$ cat src/include/ahci_xmit_cfg.svh
/* fixed numbers of the AHCI transmit path
   include this wherever an offset, latency or FIS constant is needed */
`ifndef AHCI_XMIT_CFG_SVH
`define AHCI_XMIT_CFG_SVH

// command list starts in the upper half of the register memory
`define AHCI_CLB_OFFS   10'h200

// both memories have a re stage and a regen stage before data shows up
`define AHCI_REG_RD_LAT 2
`define AHCI_CT_RD_LAT  2

`define AHCI_DATA_FIS   32'h0000_0046  // H2D data FIS type byte, rest zero

// one data FIS never carries more than 8KB
`define AHCI_MAX_DX_DW  12'd2048

`endif
$ cat src/design/ahci_xmit_pkg.sv
/* types shared by the transmit side of the AHCI port
   import into any module that passes headers, words or link status */
package ahci_xmit_pkg;

    typedef logic [31:0] dword_t;
    typedef logic [9:0]  reg_addr_t;   // register memory dword address
    typedef logic [4:0]  ct_addr_t;    // command table dword address
    typedef logic [11:0] dw_count_t;   // up to 2048 dwords
    typedef logic [15:0] prdtl_t;
    typedef logic [4:0]  cfl_t;        // command FIS length in dwords
    typedef logic [1:0]  todev_type_t; // {last, head}
    typedef logic [2:0]  xmit_err_t;   // {collision, xmit_err, sync escape}

    // fields of dword 0 of the command header
    typedef struct packed {
        prdtl_t prdtl; // PRD entries
        logic   c;     // clear busy on R_OK
        logic   b;     // BIST
        logic   r;     // reset
        logic   p;     // prefetchable
        logic   w;     // write to device
        cfl_t   cfl;
    } chead_t;

    typedef struct packed {
        dword_t      data;
        todev_type_t wtype;
    } todev_word_t;

    // link layer pulses
    typedef struct packed {
        logic xmit_ok;
        logic xmit_err;
        logic syncesc_recv;
        logic xrdy_collision;
    } link_status_t;

    typedef enum logic [2:0] {
        IDLE,
        CFIS_RD,  // reading command FIS from the command table
        DX_HEAD,  // data FIS header dword
        DX_DATA,  // forwarding DMA dwords
        WAIT_OK   // last word out, waiting for the link
    } xmit_state_e;

endpackage

$ cat src/design/ahci_fis_xmit.sv
/* transmit side of an AHCI host port
   command header fetch, command FIS and data FIS toward the device FIFO */
module ahci_fis_xmit import ahci_xmit_pkg::*; (
    input  logic         mclk,
    input  logic         hba_rst,
    // command strobes
    input  logic         fetch_cmd,
    input  logic         cfis_xmit,
    input  logic         dx_xmit,
    input  logic         clearCmdToIssue,
    output logic         done,
    output logic         busy,
    output logic         pCmdToIssue,
    // link layer
    input  link_status_t link,
    output xmit_err_t    dx_err,
    // decoded command header
    output prdtl_t       ch_prdtl,
    output logic         ch_c,
    output logic         ch_b,
    output logic         ch_r,
    output logic         ch_p,
    output logic         ch_w,
    output cfl_t         ch_cfl,
    output dw_count_t    dwords_sent,
    // register memory
    output reg_addr_t    reg_addr,
    output logic [1:0]   reg_re,
    input  dword_t       reg_rdata,
    // transfer counter from the receive side
    input  logic [29:0]  xfer_cntr,
    input  logic         xfer_cntr_zero,
    // DMA engine
    output logic         dma_ctba_ld,
    output logic         dma_start,
    output logic         dma_dev_wr,
    output logic         dma_prd_start,
    output logic         dma_cmd_abort,
    output ct_addr_t     ct_addr,
    output logic [1:0]   ct_re,
    input  dword_t       ct_data,
    input  dword_t       dma_out,
    input  logic         dma_dav,
    output logic         dma_re,
    input  logic         last_h2d_data,
    // device FIFO
    output todev_word_t  todev_word,
    output logic         todev_valid,
    input  logic         todev_ready
);

    chead_t      chead;
    logic        out_room;
    logic        out_load;
    todev_word_t out_word;

    assign ch_prdtl   = chead.prdtl;
    assign ch_c       = chead.c;
    assign ch_b       = chead.b;
    assign ch_r       = chead.r;
    assign ch_p       = chead.p;
    assign ch_w       = chead.w;
    assign ch_cfl     = chead.cfl;
    assign dma_dev_wr = chead.w; // memory to device

    chead_fetch chead_fetch_i (
        .mclk            (mclk),
        .hba_rst         (hba_rst),
        .fetch_cmd       (fetch_cmd),
        .clearCmdToIssue (clearCmdToIssue),
        .reg_addr        (reg_addr),
        .reg_re          (reg_re),
        .reg_rdata       (reg_rdata),
        .chead           (chead),
        .dma_ctba_ld     (dma_ctba_ld),
        .dma_start       (dma_start),
        .pCmdToIssue     (pCmdToIssue)
    );

    fis_xmit_ctrl fis_xmit_ctrl_i (
        .mclk           (mclk),
        .hba_rst        (hba_rst),
        .cfis_xmit      (cfis_xmit),
        .dx_xmit        (dx_xmit),
        .dma_start      (dma_start),
        .chead          (chead),
        .ct_addr        (ct_addr),
        .ct_re          (ct_re),
        .ct_data        (ct_data),
        .dma_out        (dma_out),
        .dma_dav        (dma_dav),
        .last_h2d_data  (last_h2d_data),
        .dma_re         (dma_re),
        .xfer_cntr      (xfer_cntr),
        .xfer_cntr_zero (xfer_cntr_zero),
        .link           (link),
        .out_room       (out_room),
        .out_load       (out_load),
        .out_word       (out_word),
        .done           (done),
        .busy           (busy),
        .dma_prd_start  (dma_prd_start),
        .dma_cmd_abort  (dma_cmd_abort),
        .dx_err         (dx_err),
        .dwords_sent    (dwords_sent)
    );

    todev_out_reg todev_out_reg_i (
        .mclk        (mclk),
        .hba_rst     (hba_rst),
        .load        (out_load),
        .word_in     (out_word),
        .room        (out_room),
        .todev_word  (todev_word),
        .todev_valid (todev_valid),
        .todev_ready (todev_ready)
    );

endmodule

$ cat src/design/todev_out_reg.sv
/* one-entry output register toward the device FIFO
   loaded by the sequencer, emptied by the FIFO valid/ready handshake */
module todev_out_reg import ahci_xmit_pkg::*; (
    input  logic        mclk,
    input  logic        hba_rst,
    input  logic        load,        // only given while room is high
    input  todev_word_t word_in,
    output logic        room,
    output todev_word_t todev_word,
    output logic        todev_valid,
    input  logic        todev_ready
);

    logic taken;  // FIFO takes the held word this cycle

    assign taken = todev_valid && todev_ready;
    assign room  = !todev_valid || todev_ready; // empty, or emptied at this edge

    // full flag, a load wins over a take so back to back words stream
    always_ff @(posedge mclk) begin
        if (hba_rst) begin
            todev_valid <= 1'b0;
        end else if (load) begin
            todev_valid <= 1'b1;
        end else if (taken) begin
            todev_valid <= 1'b0;
        end
    end

    always_ff @(posedge mclk) begin
        if (hba_rst) begin
            todev_word <= '0;
        end else if (load) begin
            todev_word <= word_in; // held while the FIFO stalls
        end
    end

endmodule

$ cat src/design/fis_xmit_ctrl.sv
/* transmit sequencer for command FIS and data FIS
   feeds the output register and reports done, busy and link errors */
`include "ahci_xmit_cfg.svh"

module fis_xmit_ctrl import ahci_xmit_pkg::*; (
    input  logic         mclk,
    input  logic         hba_rst,
    input  logic         cfis_xmit,
    input  logic         dx_xmit,
    input  logic         dma_start,
    input  chead_t       chead,
    output ct_addr_t     ct_addr,
    output logic [1:0]   ct_re,          // [0] re, [1] regen
    input  dword_t       ct_data,
    input  dword_t       dma_out,
    input  logic         dma_dav,
    input  logic         last_h2d_data,
    output logic         dma_re,
    input  logic [29:0]  xfer_cntr,      // byte count bits [31:2]
    input  logic         xfer_cntr_zero,
    input  link_status_t link,
    input  logic         out_room,
    output logic         out_load,
    output todev_word_t  out_word,
    output logic         done,
    output logic         busy,
    output logic         dma_prd_start,
    output logic         dma_cmd_abort,
    output xmit_err_t    dx_err,
    output dw_count_t    dwords_sent
);

    xmit_state_e              state;
    xmit_err_t                err_q;
    cfl_t                     rd_left;   // ct reads still to issue
    cfl_t                     out_left;  // ct words still to hand out
    logic                     cfis_first;
    logic [`AHCI_CT_RD_LAT:0] ct_pipe;
    logic [2:0]               pend_cnt;  // reads in flight plus buffered words
    dword_t                   cbuf [4];  // catches ct words while the output stalls
    logic [2:0]               wr_ptr;
    logic [2:0]               rd_ptr;
    dw_count_t                dx_left;
    logic                     run;
    logic                     ct_issue;
    logic                     cbuf_pop;
    logic                     head_load;
    logic                     dx_last;
    logic                     ok_end;
    logic                     err_end;
    logic                     done_w;
    logic                     cmd_start;

    assign cmd_start = cfis_xmit || dx_xmit;
    assign run       = (err_q == '0);
    assign ct_issue  = run && (state == CFIS_RD) && (rd_left != '0) && (pend_cnt != 3'd4);
    assign cbuf_pop  = run && (state == CFIS_RD) && (wr_ptr != rd_ptr) && out_room;
    assign head_load = run && (state == DX_HEAD) && out_room;
    assign dma_re    = run && (state == DX_DATA) && dma_dav && out_room; // dma_out is FWFT
    assign dx_last   = (dx_left == 12'd1) || last_h2d_data;
    assign ok_end    = (state == WAIT_OK) && link.xmit_ok;
    assign err_end   = !run && (state != IDLE);
    assign done_w    = ok_end || err_end || dma_start; // dma_start ends a fetch
    assign ct_re     = ct_pipe[1:0];
    assign out_load  = cbuf_pop || head_load || dma_re;
    assign dx_err    = err_q;

    always_comb begin
        if (state == DX_DATA) begin
            out_word.data  = dma_out;
            out_word.wtype = {dx_last, 1'b0};
        end else if (state == DX_HEAD) begin
            out_word.data  = `AHCI_DATA_FIS;
            out_word.wtype = 2'b01;
        end else begin
            out_word.data  = cbuf[rd_ptr[1:0]];
            out_word.wtype = {(out_left == 5'd1), cfis_first}; // cfl 1 gives head and last
        end
    end

    always_ff @(posedge mclk) begin
        if (hba_rst || err_end) begin
            state <= IDLE;
        end else begin
            case (state)
                IDLE: begin
                    if (cfis_xmit) begin
                        state <= CFIS_RD;
                    end else if (dx_xmit) begin
                        state <= DX_HEAD;
                    end
                end
                CFIS_RD: if ((out_left == '0) || (cbuf_pop && (out_left == 5'd1))) state <= WAIT_OK;
                DX_HEAD: if (head_load) state <= DX_DATA;
                DX_DATA: if (dma_re && dx_last) state <= WAIT_OK;
                WAIT_OK: if (link.xmit_ok) state <= IDLE;
                default: state <= IDLE;
            endcase
        end
    end

    // errors stay until the next command
    always_ff @(posedge mclk) begin
        if (hba_rst || cmd_start) begin
            err_q <= '0;
        end else begin
            err_q <= err_q | {link.xrdy_collision, link.xmit_err, link.syncesc_recv};
        end
    end

    always_ff @(posedge mclk) begin
        if (hba_rst || cfis_xmit) begin
            ct_pipe  <= '0;
            pend_cnt <= 3'd0;
            wr_ptr   <= 3'd0;
            rd_ptr   <= 3'd0;
        end else begin
            ct_pipe  <= {ct_pipe[`AHCI_CT_RD_LAT-1:0], ct_issue};
            pend_cnt <= pend_cnt + {2'b00, ct_issue} - {2'b00, cbuf_pop};
            if (ct_pipe[`AHCI_CT_RD_LAT]) wr_ptr <= wr_ptr + 3'd1;
            if (cbuf_pop) rd_ptr <= rd_ptr + 3'd1;
        end
    end

    always_ff @(posedge mclk) begin
        if (ct_pipe[`AHCI_CT_RD_LAT]) begin
            cbuf[wr_ptr[1:0]] <= ct_data;
        end
        if (cfis_xmit) begin
            ct_addr <= '0;
        end else if (ct_pipe[0]) begin
            ct_addr <= ct_addr + ct_addr_t'(1); // next dword after each re
        end
    end

    always_ff @(posedge mclk) begin
        if (hba_rst) begin
            rd_left    <= '0;
            out_left   <= '0;
            cfis_first <= 1'b0;
        end else if (cfis_xmit) begin
            rd_left    <= chead.cfl;
            out_left   <= chead.cfl;
            cfis_first <= 1'b1;
        end else begin
            if (ct_issue) rd_left <= rd_left - cfl_t'(1);
            if (cbuf_pop) out_left <= out_left - cfl_t'(1);
            if (cbuf_pop) cfis_first <= 1'b0;
        end
    end

    // transfer count capped at one FIS, zero counter means no limit but the cap
    always_ff @(posedge mclk) begin
        if (dx_xmit) begin
            dx_left <= (xfer_cntr_zero || (|xfer_cntr[29:11])) ? `AHCI_MAX_DX_DW
                                                               : {1'b0, xfer_cntr[10:0]};
        end else if (dma_re) begin
            dx_left <= dx_left - 12'd1;
        end
    end

    always_ff @(posedge mclk) begin
        if (hba_rst || dx_xmit) begin
            dwords_sent <= '0;
        end else if (dma_re) begin
            dwords_sent <= dwords_sent + 12'd1;
        end
    end

    always_ff @(posedge mclk) begin
        if (hba_rst) begin
            done          <= 1'b0;
            busy          <= 1'b0;
            dma_cmd_abort <= 1'b0;
            dma_prd_start <= 1'b0;
        end else begin
            done          <= done_w;
            dma_cmd_abort <= err_end;
            // device reads and prefetchable writes may start PRDs right away
            dma_prd_start <= (dma_start && (chead.p || !chead.w)) || head_load;
            if (cmd_start) begin
                busy <= 1'b1;
            end else if (done) begin
                busy <= 1'b0; // still high during the done cycle
            end
        end
    end

endmodule

$ cat src/design/chead_fetch.sv
/* command header fetch: three register reads from the command list, decode of dword 0
   and the CTBA load / DMA start strobes */
`include "ahci_xmit_cfg.svh"

module chead_fetch import ahci_xmit_pkg::*; (
    input  logic       mclk,
    input  logic       hba_rst,
    input  logic       fetch_cmd,       // strobe, only while idle
    input  logic       clearCmdToIssue,
    output reg_addr_t  reg_addr,
    output logic [1:0] reg_re,          // [0] re, [1] regen
    input  dword_t     reg_rdata,
    output chead_t     chead,
    output logic       dma_ctba_ld,
    output logic       dma_start,
    output logic       pCmdToIssue
);

    logic [1:0]                issue_cnt; // reads still to issue after the strobe
    logic [`AHCI_REG_RD_LAT:0] re_pipe;   // read latency tracker
    logic [1:0]                ret_idx;   // which header dword is on reg_rdata
    logic                      re_next;
    logic                      rd_stb;

    assign re_next = fetch_cmd || (issue_cnt != 2'd0);
    assign rd_stb  = re_pipe[`AHCI_REG_RD_LAT]; // reg_rdata valid this cycle
    assign reg_re  = re_pipe[1:0];

    // the strobe itself is the first read, two more follow
    always_ff @(posedge mclk) begin
        if (hba_rst) begin
            issue_cnt <= 2'd0;
        end else if (fetch_cmd) begin
            issue_cnt <= 2'd2;
        end else if (issue_cnt != 2'd0) begin
            issue_cnt <= issue_cnt - 2'd1;
        end
    end

    always_ff @(posedge mclk) begin
        if (hba_rst) begin
            re_pipe <= '0;
        end else begin
            re_pipe <= {re_pipe[`AHCI_REG_RD_LAT-1:0], re_next};
        end
    end

    // address moves on after each re cycle
    always_ff @(posedge mclk) begin
        if (fetch_cmd) begin
            reg_addr <= `AHCI_CLB_OFFS;
        end else if (re_pipe[0]) begin
            reg_addr <= reg_addr + reg_addr_t'(1);
        end
    end

    always_ff @(posedge mclk) begin
        if (hba_rst || fetch_cmd) begin
            ret_idx <= 2'd0;
        end else if (rd_stb) begin
            ret_idx <= ret_idx + 2'd1; // 0 flags, 1 PRDBC, 2 CTBA
        end
    end

    // decode of dword 0
    always_ff @(posedge mclk) begin
        if (rd_stb && (ret_idx == 2'd0)) begin
            chead.prdtl <= reg_rdata[31:16];
            chead.c     <= reg_rdata[10];
            chead.b     <= reg_rdata[9];
            chead.r     <= reg_rdata[8];
            chead.p     <= reg_rdata[7];
            chead.w     <= reg_rdata[6];
            chead.cfl   <= reg_rdata[4:0];
        end
    end

    // ctba_ld lands while the CTBA dword is on reg_rdata
    always_ff @(posedge mclk) begin
        if (hba_rst) begin
            dma_ctba_ld <= 1'b0;
            dma_start   <= 1'b0;
        end else begin
            dma_ctba_ld <= rd_stb && (ret_idx == 2'd1);
            dma_start   <= dma_ctba_ld; // header fields are settled by now
        end
    end

    always_ff @(posedge mclk) begin
        if (hba_rst) begin
            pCmdToIssue <= 1'b0;
        end else if (rd_stb && (ret_idx == 2'd1)) begin
            pCmdToIssue <= 1'b1;
        end else if (clearCmdToIssue) begin
            pCmdToIssue <= 1'b0;
        end
    end

endmodule

$ cat config.mk
export PLATFORM = sky130hd
export DESIGN_NAME = ahci_fis_xmit
export DESIGN_NICKNAME = d
export VERILOG_FILES = /design/src/design/ahci_xmit_pkg.sv /design/src/design/ahci_fis_xmit.sv /design/src/design/todev_out_reg.sv /design/src/design/fis_xmit_ctrl.sv /design/src/design/chead_fetch.sv
export VERILOG_INCLUDE_DIRS = /design/src /design/src/include
export SDC_FILE = /design/constraint.sdc
export NUM_CORES = 1
export LEC_CHECK = 0
export ABC_AREA = 1
export BUFFER_PORTS_ARGS = -buffer_cell sky130_fd_sc_hd__buf_2
export CAP_MARGIN = 25
export CORE_MARGIN = 5
export CORE_UTILIZATION = 56
export CTS_BUF_LIST = sky130_fd_sc_hd__clkbuf_4
export DETAILED_ROUTE_END_ITERATION = 12
export PLACE_DENSITY = 0.88
export SYNTH_ARGS = -nofsm -noshare
export SYNTH_HDL_FRONTEND = slang
export SYNTH_SLANG_ARGS = --single-unit
$ cat constraint.sdc
create_clock -name mclk -period 3 [get_ports mclk]
set_clock_uncertainty 0.15 [all_clocks]
set_input_delay 0.3 -clock mclk [delete_from_list [all_inputs] [get_ports mclk]]
set_output_delay 0.3 -clock mclk [all_outputs]
set_load 0.02 [all_outputs]
== Word-level counts from Yosys, hierarchy flattened ==
Memory sizes are Yosys's and may differ from the RTL's. A register that Yosys moved wholly into a read port is not among the register bits.
Cells that the tools add are included.
Storage, ports and cells
  logic and storage cells: 147
  memories kept: 1
  register bits: 143
  bits of input ports: 140
  RAM bits: 128
  output and inout port bits: 104
Memories
  fis_xmit_ctrl_i.cbuf: depth 4, bits a word 32, rd ports 1, clocked after Yosys merged registers in 1, wr ports 1, RTL line fis_xmit_ctrl.sv:40  | dword_t cbuf [4];
Operators by class
  bitwise logic cells: 1
  add/subtract/negate cells: 12
  eq/ne operators: 14
  mux-type cells: 30
  reduce and logical (&&, ||, !) cells: 55
Operator list (number)
  two-way mux 34 bit: 2
  two-way mux 12 bit: 3
  two-way mux 5 bit: 4
  OR reduction 19 bit: 1
  logical AND 1 bit: 18
  two-way mux 3 bit: 6
  logical OR 1 bit: 17
  nonzero test 2 bit: 8
  one-hot mux 3 bit (5 select lines): 1
  adder 12 x 1 -> 12 bit, second input constant: 1
  equality test 12 x 1 -> 1 bit, second input constant: 1
  subtractor 12 x 1 -> 12 bit, second input constant: 1
  adder 10 x 1 -> 10 bit, second input constant: 1
  two-way mux 1 bit: 10
  subtractor 5 x 1 -> 5 bit, second input constant: 2
  two-way mux 2 bit: 4
  adder 3 x 1 -> 3 bit, second input constant: 2
  equality test 3 x 2 -> 1 bit, second input constant: 2
  logical NOT 3 bit: 2
  inequality test 2 bit, second input constant: 3
  inequality test 3 bit, second input constant: 2
  adder 5 x 1 -> 5 bit, second input constant: 1
  equality test 5 x 1 -> 1 bit, second input constant: 1
  logical NOT 5 bit: 1
  16 further kinds: 18

== Depth between registers and ports, before layout ==
Gate-level depths: netlist of run 1.
  depth after elaboration: 8
  mapped depth: 14
  gate-level depth less buffers: 14

== Cells and area by module ==
A second synthesis of run 1 with hierarchy kept.
Second synthesis, totals
  cells, all modules: 1112
  area total of the unflattened synthesis: 11249.5 µm²
Modules (own cells, without submodules)
  fis_xmit_ctrl: area each 8419.3 µm², cells an instance 825, seq. area each 5245.0 µm², instances 1
  chead_fetch: area each 1601.5 µm², cells an instance 135, seq. area each 1181.1 µm², instances 1
  todev_out_reg: area each 1221.2 µm², cells an instance 151, seq. area each 700.7 µm², instances 1
  ahci_fis_xmit: area each 7.5 µm², cells an instance 1, seq. area each 0.0 µm², instances 1

== Worst setup path before layout of run 1 ==
OpenSTA, ideal clock, no wires.
  path kind: reg-to-reg
  from: register fis_xmit_ctrl_i.err_q[1] (netlist: fis_xmit_ctrl_i.dx_err[1])
  to: register fis_xmit_ctrl_i.pend_cnt[2]
  slack: 620 ps
  cell stages (with the launch flop): 14
  clock period less this slack: 2380 ps
  arrival: 2114 ps
  buffers on the path: 0
  data required time: 2733 ps
  setup time: 117 ps
  path through: dfxtp_1 nor2_1 nand3_2 nor2_2 nand2_2 inv_1 ha_1 inv_1 ha_1 inv_1 fa_1 xor2_1 inv_1 nor2_1
On the way
  elaborated cells on any way between the ends: 8
  those cells by class: add/sub (2); reduce/logical (6)
RTL lines
  start, declared: RTL line fis_xmit_ctrl.sv:34  | xmit_err_t err_q;
  start signal, assigned: RTL line fis_xmit_ctrl.sv:107  | err_q <= err_q | {link.xrdy_collision, link.xmit_err, link.syncesc_recv};
  logical NOT 3 bit: RTL line fis_xmit_ctrl.sv:55  | assign run = (err_q == '0);
  logical AND 1 bit (3 in series): RTL line fis_xmit_ctrl.sv:57  | assign cbuf_pop = run && (state == CFIS_RD) && (wr_ptr != rd_ptr) && out_room;
  via fis_xmit_ctrl_i.cbuf_pop: RTL line fis_xmit_ctrl.sv:46  | logic cbuf_pop;
  subtractor 3 x 1 -> 3 bit: RTL line fis_xmit_ctrl.sv:119  | pend_cnt <= pend_cnt + {2'b00, ct_issue} - {2'b00, cbuf_pop};
  end signal, assigned: RTL line fis_xmit_ctrl.sv:119
  end, declared: RTL line fis_xmit_ctrl.sv:39  | logic [2:0] pend_cnt;
The timed path passes the listed nets, and every way through them passes these cells.
A chain may end at the register's enable or synchronous reset.

== Final worst setup path of run 1 ==
Same ends and word-level chain as after synthesis.

==> impl_metrics.toml, run 1 <==
[run_status]
status = "complete, no violations"

[clock_tree]
post-cts-setup-buffer-count = 0
insertion_delay_ps = 670
cts_buffer_depth = 3
cts_root_buffer = "clkbuf_4"
tritoncts.num_buffers = 70
numClockSinks = 273
cts_tree = "yes"
postCtsHoldBufs = 119
cts_resized = 0
cts_htree_levels = 3
clk_pin_slew_worst_paths_ps = 70

[critical_path]
required_ps = 3390
worst_setup_path_end_kind = "register"
cp.arrival_ps = 2980
start_kind = "register"
crit_type = "reg -> reg"
slowest_delay_ps = 380
crit_path_frequent_cell = "inv_1"
slowest_stage = "fa_1"
cp_max_fo = 8
rrSetupSlack_ps = 410
crit_chain = "nor2_1 > nand3_2 > nor2_2 > nand2_2 > inv_1 > ha_1 > inv_1 > ha_1 > inv_1 > fa_1 > xor2_1 > inv_1 > nor2_1"

[power_and_ir_drop]
p_leak_nw = 6.27
p_sw_w = 0.00272
combPwrFrac_pct = 17.6
ir_drop_mv = 0.467
seq_power_share_pct = 46.7
intPower_w = 0.00663
p_per_area_mw_per_mm2 = 633
sw_frac_of_total_pct = 29.1
pwr-share-clk_pct = 35.8

[die]
ios = 244
rows = 52
core_mm2 = 0.0200
die_x_um = 152
die-area_mm2 = 0.0231
start_util_pct = 56.3
die_h_um = 152

[yosys]
yosysUniqueCellTypes = 40
synth-seq-cells = 273
yosysMostFrequentCell = "nor2_1"
synth_warnings = 0
netlist_area_mm2 = 0.0113
synth_nets = 1264
synthTopCellsByCount = "171 x nor2_1, 166 x edfxtp_1, 120 x nand2_1, 109 x o21ai_0, 107 x dfxtp_1"
synth_seq_area_share_pct = 63.2
synth-main-ff-cell = "edfxtp_1"
avgSynthCellArea_um2 = 10.2
synth_cells = 1104
synth_top_area_cell = "edfxtp_1"
synth_edf_count = 166
synth_top_area_share_pct = 44.2
async_reset_ff_share_pct = 0
synthTopCellsByArea = "edfxtp_1 44%, dfxtp_1 19%, nor2_1 5.7%, o21ai_0 4.8%, nand2_1 4.0%"

[detailed_routing]
wl_per_cell_um = 16.9
vias_per_cell = 5.36
num_vias = 9775
final_antenna_net_count = 0
drt_pre_antenna_iters = 5
drc = 0
drt_iter0_drc = 825
wirelength_um = 30800

[timing]
fin_ws_ps = 415
hold_slack_ps = 230
hold_violations = 0
setup-tns-final_ps = 0
grt_setup_unrepaired = "no"
setup_viol = 0
maxSlewViolCount = 0
min_period_over_period_pct = 86.2
fin_crit_ps = 2590
fmax_mhz = 387
tightest_slew_ps = 987
slew_headroom_pct = 34.1

[cells_and_area]
instances_no_fill = 1822
layout-drive-gt1-share_pct = 25.6
regArea_mm2 = 0.00713
fillers = 1303
synthToLayoutAreaGrowth_pct = 31.1
fin_nets = 1654
final_area_mm2 = 0.0148
multi_input_area_mm2 = 0.00348

[job]
drv_cap = 0

[grt]
grt_pass1_wl_um = 49500
grt-ovfl-total = 0
grt_max_degree = 69
grt_usage_pct = 26.1
antenna_found_initial = 3
grt_pass1_vias = 10100

[placed_design]
dp_cells = 1573
place.gp.congestion = 0.887
dp_hpwl_um = 18200
pre_cts_ws_ps = 460
place_area_mm2 = 0.0126
port_buffers = 237

[min_path]
hp-class = "in -> reg"
flip-flops by register name, summed over array words and instances (netlist names), 2 cells and up, named ones only:
signal                       flops
fis_xmit_ctrl_i.dwords_sent     12
fis_xmit_ctrl_i.rd_ptr           3
todev_out_reg_i.todev_word      34
fis_xmit_ctrl_i.state            3
fis_xmit_ctrl_i.dx_left         12
chead_fetch_i.chead             26
fis_xmit_ctrl_i.pend_cnt         3
chead_fetch_i.reg_addr          10
fis_xmit_ctrl_i.ct_pipe          3
fis_xmit_ctrl_i.wr_ptr           3
fis_xmit_ctrl_i.ct_addr          5
fis_xmit_ctrl_i.cbuf           128
chead_fetch_i.re_pipe            3
chead_fetch_i.ret_idx            2
fis_xmit_ctrl_i.rd_left          5
fis_xmit_ctrl_i.dx_err           3
fis_xmit_ctrl_i.out_left         5
chead_fetch_i.issue_cnt          2
area by class of cell:
| cell class | instances | share of cell area [%] |
|---|---|---|
| sequential | 273 | 48.2 |
| inverter | 109 | 2.77 |
| antenna | 3 | 0.0508 |
| clock buffer | 101 | 5.13 |
| tap | 270 | 2.29 |
| multi-input combinational | 671 | 23.5 |
| timing repair buffer | 369 | 16.7 |
| clock inverter | 26 | 1.24 |
placed cells by master, fill, tap and decap left out, types with 3 or more instances in the layout:
cell,netlist,layout
inv_1,103,103
dlygate4sd3_1,0,119
bufinv_16,0,3
nand2_1,120,120
buf_4,9,13
buf_2,4,237
ha_1,19,19
clkinv_1,0,17
a22oi_1,30,30
a21oi_1,51,51
o22ai_1,33,33
a21oi_2,16,16
nand2_2,3,3
edfxtp_1,166,166
inv_2,6,9
nor2_1,171,171
o21ai_1,18,18
clkbuf_4,0,101
o221ai_1,3,3
nor3_1,22,22
o21ai_0,109,109
dfxtp_1,107,106
a31oi_1,4,4
or2_2,4,4
xor2_1,11,11
xnor2_1,6,6
nand4_1,9,9
nand3_1,23,23
nor4_1,3,3
diode_2,0,3
stage by stage:
stage / total power (W) / util, %
2_1_floorplan: 0.00545 / -
3_3_place_gp: 0.00585 / 63.1
3_5_place_dp: 0.00591 / 63.1
4_1_cts: 0.00933 / 73.7
5_1_grt: 0.00981 / 73.7
6_report: 0.00935 / 73.7
metal layers:
metal	global-route usage, %	wire length (um)	vias up	share of wire, %
met5	0	0	-	0
met4	12.7	1050	0	3.4
met3	6.57	2500	95	8.1
met2	46.4	16000	508	52
met1	29.1	11200	4543	36
li1	-	-	4629	-
cells by family (layout without fill, tap and decap cells):
| group | after synthesis | after routing | share of synthesized area [%] |
|---|---|---|---|
| XOR/XNOR | 17 | 17 | 1.32 |
| flip-flops | 273 | 273 | 63.2 |
| AO/OA/AOI/OAI | 270 | 270 | 13.8 |
| AND/OR/NAND/NOR | 364 | 364 | 13.4 |
| other | 0 | 3 | 0 |
| adder cells (fa/ha/maj) | 20 | 20 | 2.29 |
| buffers and inverters | 160 | 605 | 5.94 |
worst paths after layout:
path	start	endpoint	cells after the start
max	fis_xmit_ctrl_i.dx_err[1]$_SDFF_PP0_	fis_xmit_ctrl_i.pend_cnt[2]$_SDFF_PP0_	13
min	reg_rdata[6]	chead_fetch_i.chead[5]$_DFFE_PP_	2
max reg2reg	fis_xmit_ctrl_i.dx_err[1]$_SDFF_PP0_	fis_xmit_ctrl_i.pend_cnt[2]$_SDFF_PP0_	13
min reg2reg	chead_fetch_i.dma_ctba_ld$_SDFF_PP0_	chead_fetch_i.dma_start$_SDFF_PP0_	2
worst max-delay path: cells and delay by family (launching register included):
family	cells	cell delay, ps
xor+xnor	1	170
fa+ha+maj	3	770
buf+inv	4	340
flops	1	330
simple gates	5	740
power groups by stage:
stage / Combinational (W) / Sequential (W) / Clock, W
after floorplan: 0.000813 / 0.00464 / 0
after global placement: 0.00143 / 0.00442 / 0
after detailed placement: 0.00147 / 0.00443 / 0
after CTS: 0.00161 / 0.00436 / 0.00336
after global routing: 0.00179 / 0.00439 / 0.00363
final: 0.00164 / 0.00436 / 0.00334
Power figures use the tool's default switching activity.
==> run 2, diff against run 1 <==
--- a/config.mk
+++ b/config.mk
@@ -6,7 +6,6 @@
 export SDC_FILE = /design/constraint.sdc
 export NUM_CORES = 1
 export LEC_CHECK = 0
-export ABC_AREA = 1
 export BUFFER_PORTS_ARGS = -buffer_cell sky130_fd_sc_hd__buf_2
 export CAP_MARGIN = 25
 export CORE_MARGIN = 5
==> constraint.sdc (replaced) <==
create_clock -name mclk -period 2.9 [get_ports mclk]
set_clock_uncertainty 0.15 [all_clocks]
set_input_delay 0.29 -clock mclk [delete_from_list [all_inputs] [get_ports mclk]]
set_output_delay 0.29 -clock mclk [all_outputs]
set_load 0.02 [all_outputs]
==> run 2 against run 1 <==
Sequential power is 3% higher. Synthesized cell count is 24% lower. Power is 4.5% higher. Final cell count is 14% lower. Critical path depth is 7 lower. Setup slack worse by 350 ps. Combinational power is 23% higher. Register-to-register slack worse by 350 ps. Critical path type unchanged.
==> impl_metrics.toml, run 2 <==
[die]
core_mm2 = 0.0196
rows = 51
die_x_um = 152
die-area_mm2 = 0.0230
start_util_pct = 57.4
ios = 244
die_h_um = 152

[timing]
min_period_over_period_pct = 97.8
fmax_mhz = 353
tightest_slew_ps = 675
fin_crit_ps = 2840
maxSlewViolCount = 0
grt_setup_unrepaired = "no"
setup-tns-final_ps = 0
setup_viol = 0
hold_violations = 0
slew_headroom_pct = 54.4

[power_and_ir_drop]
intPower_w = 0.00676
p_per_area_mw_per_mm2 = 654
sw_frac_of_total_pct = 30.7
p_sw_w = 0.00300
pwr-share-clk_pct = 33.3
combPwrFrac_pct = 20.6
p_leak_nw = 5.74
seq_power_share_pct = 46.1
ir_drop_mv = 0.460

[grt]
antenna_found_initial = 5
grt_pass1_wl_um = 49000
grt-ovfl-total = 0
grt_usage_pct = 28.0
grt_pass1_vias = 9235
grt_max_degree = 69

[detailed_routing]
wirelength_um = 31900
vias_per_cell = 5.52
num_vias = 8673
drc = 0
final_antenna_net_count = 0
drt_iter0_drc = 598
drt_pre_antenna_iters = 5
wl_per_cell_um = 20.3

[yosys]
synth-main-ff-cell = "edfxtp_1"
synth_cells = 836
synth_warnings = 0
synth_nets = 996
netlist_area_mm2 = 0.0112
synthTopCellsByCount = "166 x edfxtp_1, 107 x dfxtp_1, 87 x nor2_1, 67 x nand2_1, 40 x nand3_1"
yosysMostFrequentCell = "edfxtp_1"
synth_edf_count = 166
yosysUniqueCellTypes = 55
synth_top_area_cell = "edfxtp_1"
async_reset_ff_share_pct = 0
synth-seq-cells = 273
synth_top_area_share_pct = 44.3
synthTopCellsByArea = "edfxtp_1 44%, dfxtp_1 19%, mux4_2 6.4%, a311oi_2 3.9%, nor2_1 2.9%"
synth_seq_area_share_pct = 63.4
avgSynthCellArea_um2 = 13.4

[min_path]
worstHoldStart = "last_h2d_data"
hp-class = "in -> reg"

[cells_and_area]
layout-drive-gt1-share_pct = 35.2
synthToLayoutAreaGrowth_pct = 32.8
final_common_cell = "buf_2"
largest_reg_flops = 128
fillers = 1112
instances_no_fill = 1570
final_cell_mix = "237 x buf_2, 166 x edfxtp_1, 130 x dlygate4sd3_1, 104 x dfxtp_1, 98 x clkbuf_4"
fin_nets = 1407

[placed_design]
place.gp.congestion = 0.857
dp_cells = 1310
dp_hpwl_um = 17400
port_buffers = 237

[critical_path]
critical_path.startpoint = "fis_xmit_ctrl_i.dx_left[3]$_DFFE_PP_"
required_ps = 3160
critical_path.top_delay_family = "simple AND/OR/NAND/NOR gates"
crit_path_frequent_cell = "or4_4"
crit_chain = "or4_4 > or4_4 > nor3_4 > xnor2_1 > o21ai_1 > dlygate4sd3_1"
cp.arrival_ps = 3090
slowest_delay_ps = 590
crit_type = "reg -> reg"
r2r-start = "fis_xmit_ctrl_i.dx_left[3]$_DFFE_PP_"
worst_setup_path_end_kind = "register"
slowest_stage = "or4_4"
start_kind = "register"
crit_buf_inv = 1
cp_max_fo = 4

[clock_tree]
insertion_delay_ps = 660
numClockSinks = 273
cts_tree = "yes"
cts_htree_levels = 3
clk_pin_slew_worst_paths_ps = 70
tritoncts.num_buffers = 68
cts_root_buffer = "clkbuf_4"
cts_buffer_depth = 3

[run_status]
status = "complete, no violations"

[job]
drv_cap = 0
-- run 2: changes by cell type after synthesis, moves of 16 or more --
cell / delta
nand2_1: -53
a21oi_2: -16
o21ai_0: -96
nand3_1: +17
nor2_1: -84
mux4_2: +32
inv_1: -79
xnor2_1: +22
a22oi_1: -30
o22ai_1: -33
a21oi_1: -25
o21ai_1: -17
a311oi_2: +29
-- run 2: worst register-to-register path, delay by kind of cell, from the launching register on --
kind / cells / cell delay, ps
buffers and inverters: 1 / 580
flip-flops: 1 / 430
XOR/XNOR: 1 / 150
AO/OA/AOI/OAI: 1 / 90
AND/OR/NAND/NOR: 3 / 1200
-- run 2: power groups by stage --
| stage | Clock [W] | Combinational (W) | Sequential (W) |
|---|---|---|---|
| final | 0.00325 | 0.00201 | 0.00450 |
| after global routing | 0.00354 | 0.00216 | 0.00452 |
| after CTS | 0.00327 | 0.00196 | 0.00448 |
| after detailed placement | 0 | 0.00179 | 0.00456 |
| after global placement | 0 | 0.00172 | 0.00455 |
| after floorplan | 0 | 0.00103 | 0.00475 |
-- run 2: path summary, 6_finish.rpt --
kind	end	slack, ps	cells after the start
max	fis_xmit_ctrl_i.dx_left[9]$_DFFE_PP_	60	6
min reg2reg	chead_fetch_i.dma_start$_SDFF_PP0_	310	1
min	fis_xmit_ctrl_i.state[0]$_SDFFE_PP0P_	100	5
max reg2reg	fis_xmit_ctrl_i.dx_left[9]$_DFFE_PP_	60	6
-- run 2: area by class of cell --
type,count,area [um^2],share of cell area (%)
diodes,5,12.5,0.0838
clock buffers,98,736,4.93
clock inverters,25,135,0.906
inverters,26,97.6,0.654
multi-input cells,486,3780,25.4
flip-flops and latches,273,7140,47.8
well taps,265,332,2.22
repair buffers,392,2690,18.0
-- run 2: cell families after synthesis --
logic type	count (synthesis)	share of synthesized area, %
flops	273	63.4
simple gates	281	12.1
buf+inv	77	3.35
compound gates	98	8.06
fa+ha+maj	20	2.29
xor+xnor	49	3.82
mux	38	6.95
-- run 2: layer usage --
| layer | vias up | wire length [um] | track usage, % | share of wire (%) |
|---|---|---|---|---|
| li1 | 3936 | - | - | - |
| met1 | 4143 | 11400 | 31.3 | 36 |
| met2 | 482 | 16400 | 49.4 | 52 |
| met3 | 112 | 2500 | 6.42 | 7.8 |
| met4 | 0 | 1510 | 15.3 | 4.7 |
| met5 | - | 0 | 0 | 0 |
-- run 2: timing repair --
action,in CTS,in global routing
setup endpoints to repair,1,3
hold buffers,130,0
buffers inserted,0,2
pin swaps,0,2
hold endpoints to repair,237,0
resized for setup,2,3
-- run 2: metrics by stage --
step | hold slack [ps] | setup WS [ps] | utilization, % | cell area (um^2) | total power (W)
2_1_floorplan | 217 | 30.0 | - | 11300 | 0.00578
3_3_place_gp | 282 | 185 | 64.8 | 12700 | 0.00628
3_5_place_dp | 303 | 143 | 64.8 | 12700 | 0.00635
4_1_cts | 25.1 | 60.5 | 76.0 | 14900 | 0.00971
5_1_grt | 87.3 | 4.98 | 76.2 | 14900 | 0.0102
6_report | 97.9 | 63.9 | 76.2 | 14900 | 0.00977
==> run 3, diff against run 2 <==
--- a/config.mk
+++ b/config.mk
@@ -12,7 +12,7 @@
 export CORE_UTILIZATION = 56
 export CTS_BUF_LIST = sky130_fd_sc_hd__clkbuf_4
 export DETAILED_ROUTE_END_ITERATION = 12
-export PLACE_DENSITY = 0.88
+export PLACE_DENSITY = 0.82
 export SYNTH_ARGS = -nofsm -noshare
 export SYNTH_HDL_FRONTEND = slang
 export SYNTH_SLANG_ARGS = --single-unit
==> run 3 against run 2 <==
First-iteration DRC count is 27% lower. Combinational power is 2% lower. Via count is 3.3% lower. Highest routed layer unchanged. Non-clock buffer count is 7 lower. Critical path depth stayed put. Sequential cell count stayed put. Largest cell class unchanged.
==> impl_metrics.toml, run 3 (synthesis gave the netlist of run 2 again) <==
[timing]
fin_crit_ps = 2820
tightest_slew_ps = 599
setup-tns-final_ps = 0
slew_headroom_pct = 59.5
hold_violations = 0
fmax_mhz = 354
setup_viol = 0
grt_setup_unrepaired = "no"
fin_ws_ps = 77.0
min_period_over_period_pct = 97.3
maxSlewViolCount = 0

[placed_design]
port_buffers = 237
pre_cts_ws_ps = 133
dp_hpwl_um = 16600
place.gp.congestion = 0.792

[power_and_ir_drop]
ir_drop_mv = 0.508
p_per_area_mw_per_mm2 = 672
p_leak_nw = 5.75

[critical_path]
crit_type = "reg -> reg"
cp.arrival_ps = 3060
start_kind = "register"
cp.depth = 6
critical_path.top_delay_family = "simple AND/OR/NAND/NOR gates"
crit_buf_inv = 1
crit_chain = "or4_4 > or4_4 > nor3_2 > xnor2_1 > o21ai_1 > dlygate4sd3_1"
reg2regPathDepth = 6
crit_path_frequent_cell = "or4_4"
slowest_stage = "dlygate4sd3_1"
worst_setup_path_end_kind = "register"
slowest_delay_ps = 580
required_ps = 3130
cp_max_fo = 5

[cells_and_area]
fillers = 1220
multi_input_area_mm2 = 0.00376
synthToLayoutAreaGrowth_pct = 32.8
layout-drive-gt1-share_pct = 35.6
largest_reg_flops = 128
regArea_mm2 = 0.00714
final_cell_mix = "237 x buf_2, 166 x edfxtp_1, 124 x dlygate4sd3_1, 106 x clkbuf_4, 104 x dfxtp_1"
fin_nets = 1402
final_common_cell = "buf_2"

[clock_tree]
cts_htree_levels = 3
clk_pin_slew_worst_paths_ps = 70
cts_root_buffer = "clkbuf_4"
tritoncts.num_buffers = 70
cts_buffer_depth = 3
insertion_delay_ps = 650
numClockSinks = 273
cts_tree = "yes"

[die]
die_h_um = 152
core_mm2 = 0.0196
rows = 51
die_x_um = 152
start_util_pct = 57.4
die-area_mm2 = 0.0230
ios = 244

[detailed_routing]
drc = 0
num_vias = 8384
final_antenna_net_count = 0
vias_per_cell = 5.37
drt_pre_antenna_iters = 6
wirelength_um = 29200
wl_per_cell_um = 18.7
drt_iter0_drc = 439

[grt]
grt_max_degree = 70
grt_pass1_wl_um = 44900
grt_pass1_vias = 8791
grt-ovfl-total = 0
grt_usage_pct = 25.4
antenna_found_initial = 1

[job]
drv_cap = 0

[min_path]
holdPathStages = 5
hp-class = "in -> reg"

[run_status]
status = "complete, no violations"
run 3: cell types whose count changed in the layout (fill, tap and decap cells not counted), sizes merged:
cell	delta
inv	-1
clkinv	-7
dlygate4sd3	-6
diode	-3
clkbuf	+8
bufinv	+3
buf	-1
clkinvlp	-1
run 3: worst reg2reg max path, delay by kind of cell, from the launching register on:
family,cells,cell delay (ps)
buf+inv,1,580
xor+xnor,1,130
flops,1,490
simple gates,3,1130
compound gates,1,80
run 3: per-stage QoR:
stage	cells	instance area, um^2	power, W	util, %	hold slack [ps]
after floorplan	836	11300	0.00578	-	217
after global placement	1311	12700	0.00628	64.8	285
after detailed placement	1311	12700	0.00632	64.8	299
after CTS	1560	14900	0.0100	76.1	30.2
after global routing	1562	14900	0.0105	76.2	56.0
final	1562	14900	0.0100	76.2	95.1
run 3: layout make-up:
type                            count  area share, %
Antenna cell                        2         0.0335
Clock buffer                      106           5.33
Clock inverter                     19           1.21
Inverter                           26          0.654
Multi-Input combinational cell    486           25.2
Sequential cell                   273           47.8
Tap cell                          265           2.22
Timing Repair Buffer              385           17.6
run 3: power by group:
part           leakage [nW]  internal, W  switching, W  total, W
registers              2.38      0.00434      0.000155   0.00449
logic                  2.80     0.000747       0.00122   0.00196
clock network         0.569      0.00203       0.00154   0.00357
total                  5.75      0.00711       0.00291    0.0100
run 3: path summary, 6_finish.rpt:
check,from,end,slack [ps]
setup / recovery,fis_xmit_ctrl_i.dx_left[2]$_DFFE_PP_,fis_xmit_ctrl_i.dx_left[9]$_DFFE_PP_,80
hold / removal,last_h2d_data,todev_out_reg_i.todev_word[1]$_SDFFE_PP0P_,100
setup reg to reg,fis_xmit_ctrl_i.dx_left[2]$_DFFE_PP_,fis_xmit_ctrl_i.dx_left[9]$_DFFE_PP_,80
hold reg to reg,todev_out_reg_i.todev_word[4]$_SDFFE_PP0P_,todev_out_reg_i.todev_word[4]$_SDFFE_PP0P_,320
run 3: metal layers:
layer / global-route usage, % / part of all wire [%]
met5: 0 / 0
met2: 44.7 / 51
met1: 29.2 / 38
met4: 12.1 / 4.2
met3: 5.89 / 7.2
run 3: timing repair:
item,CTS,global route
setup buffers,0,0
hold buffers,124,0
setup endpoints to repair,0,1
resized for setup,0,1
hold endpoints to repair,243,0
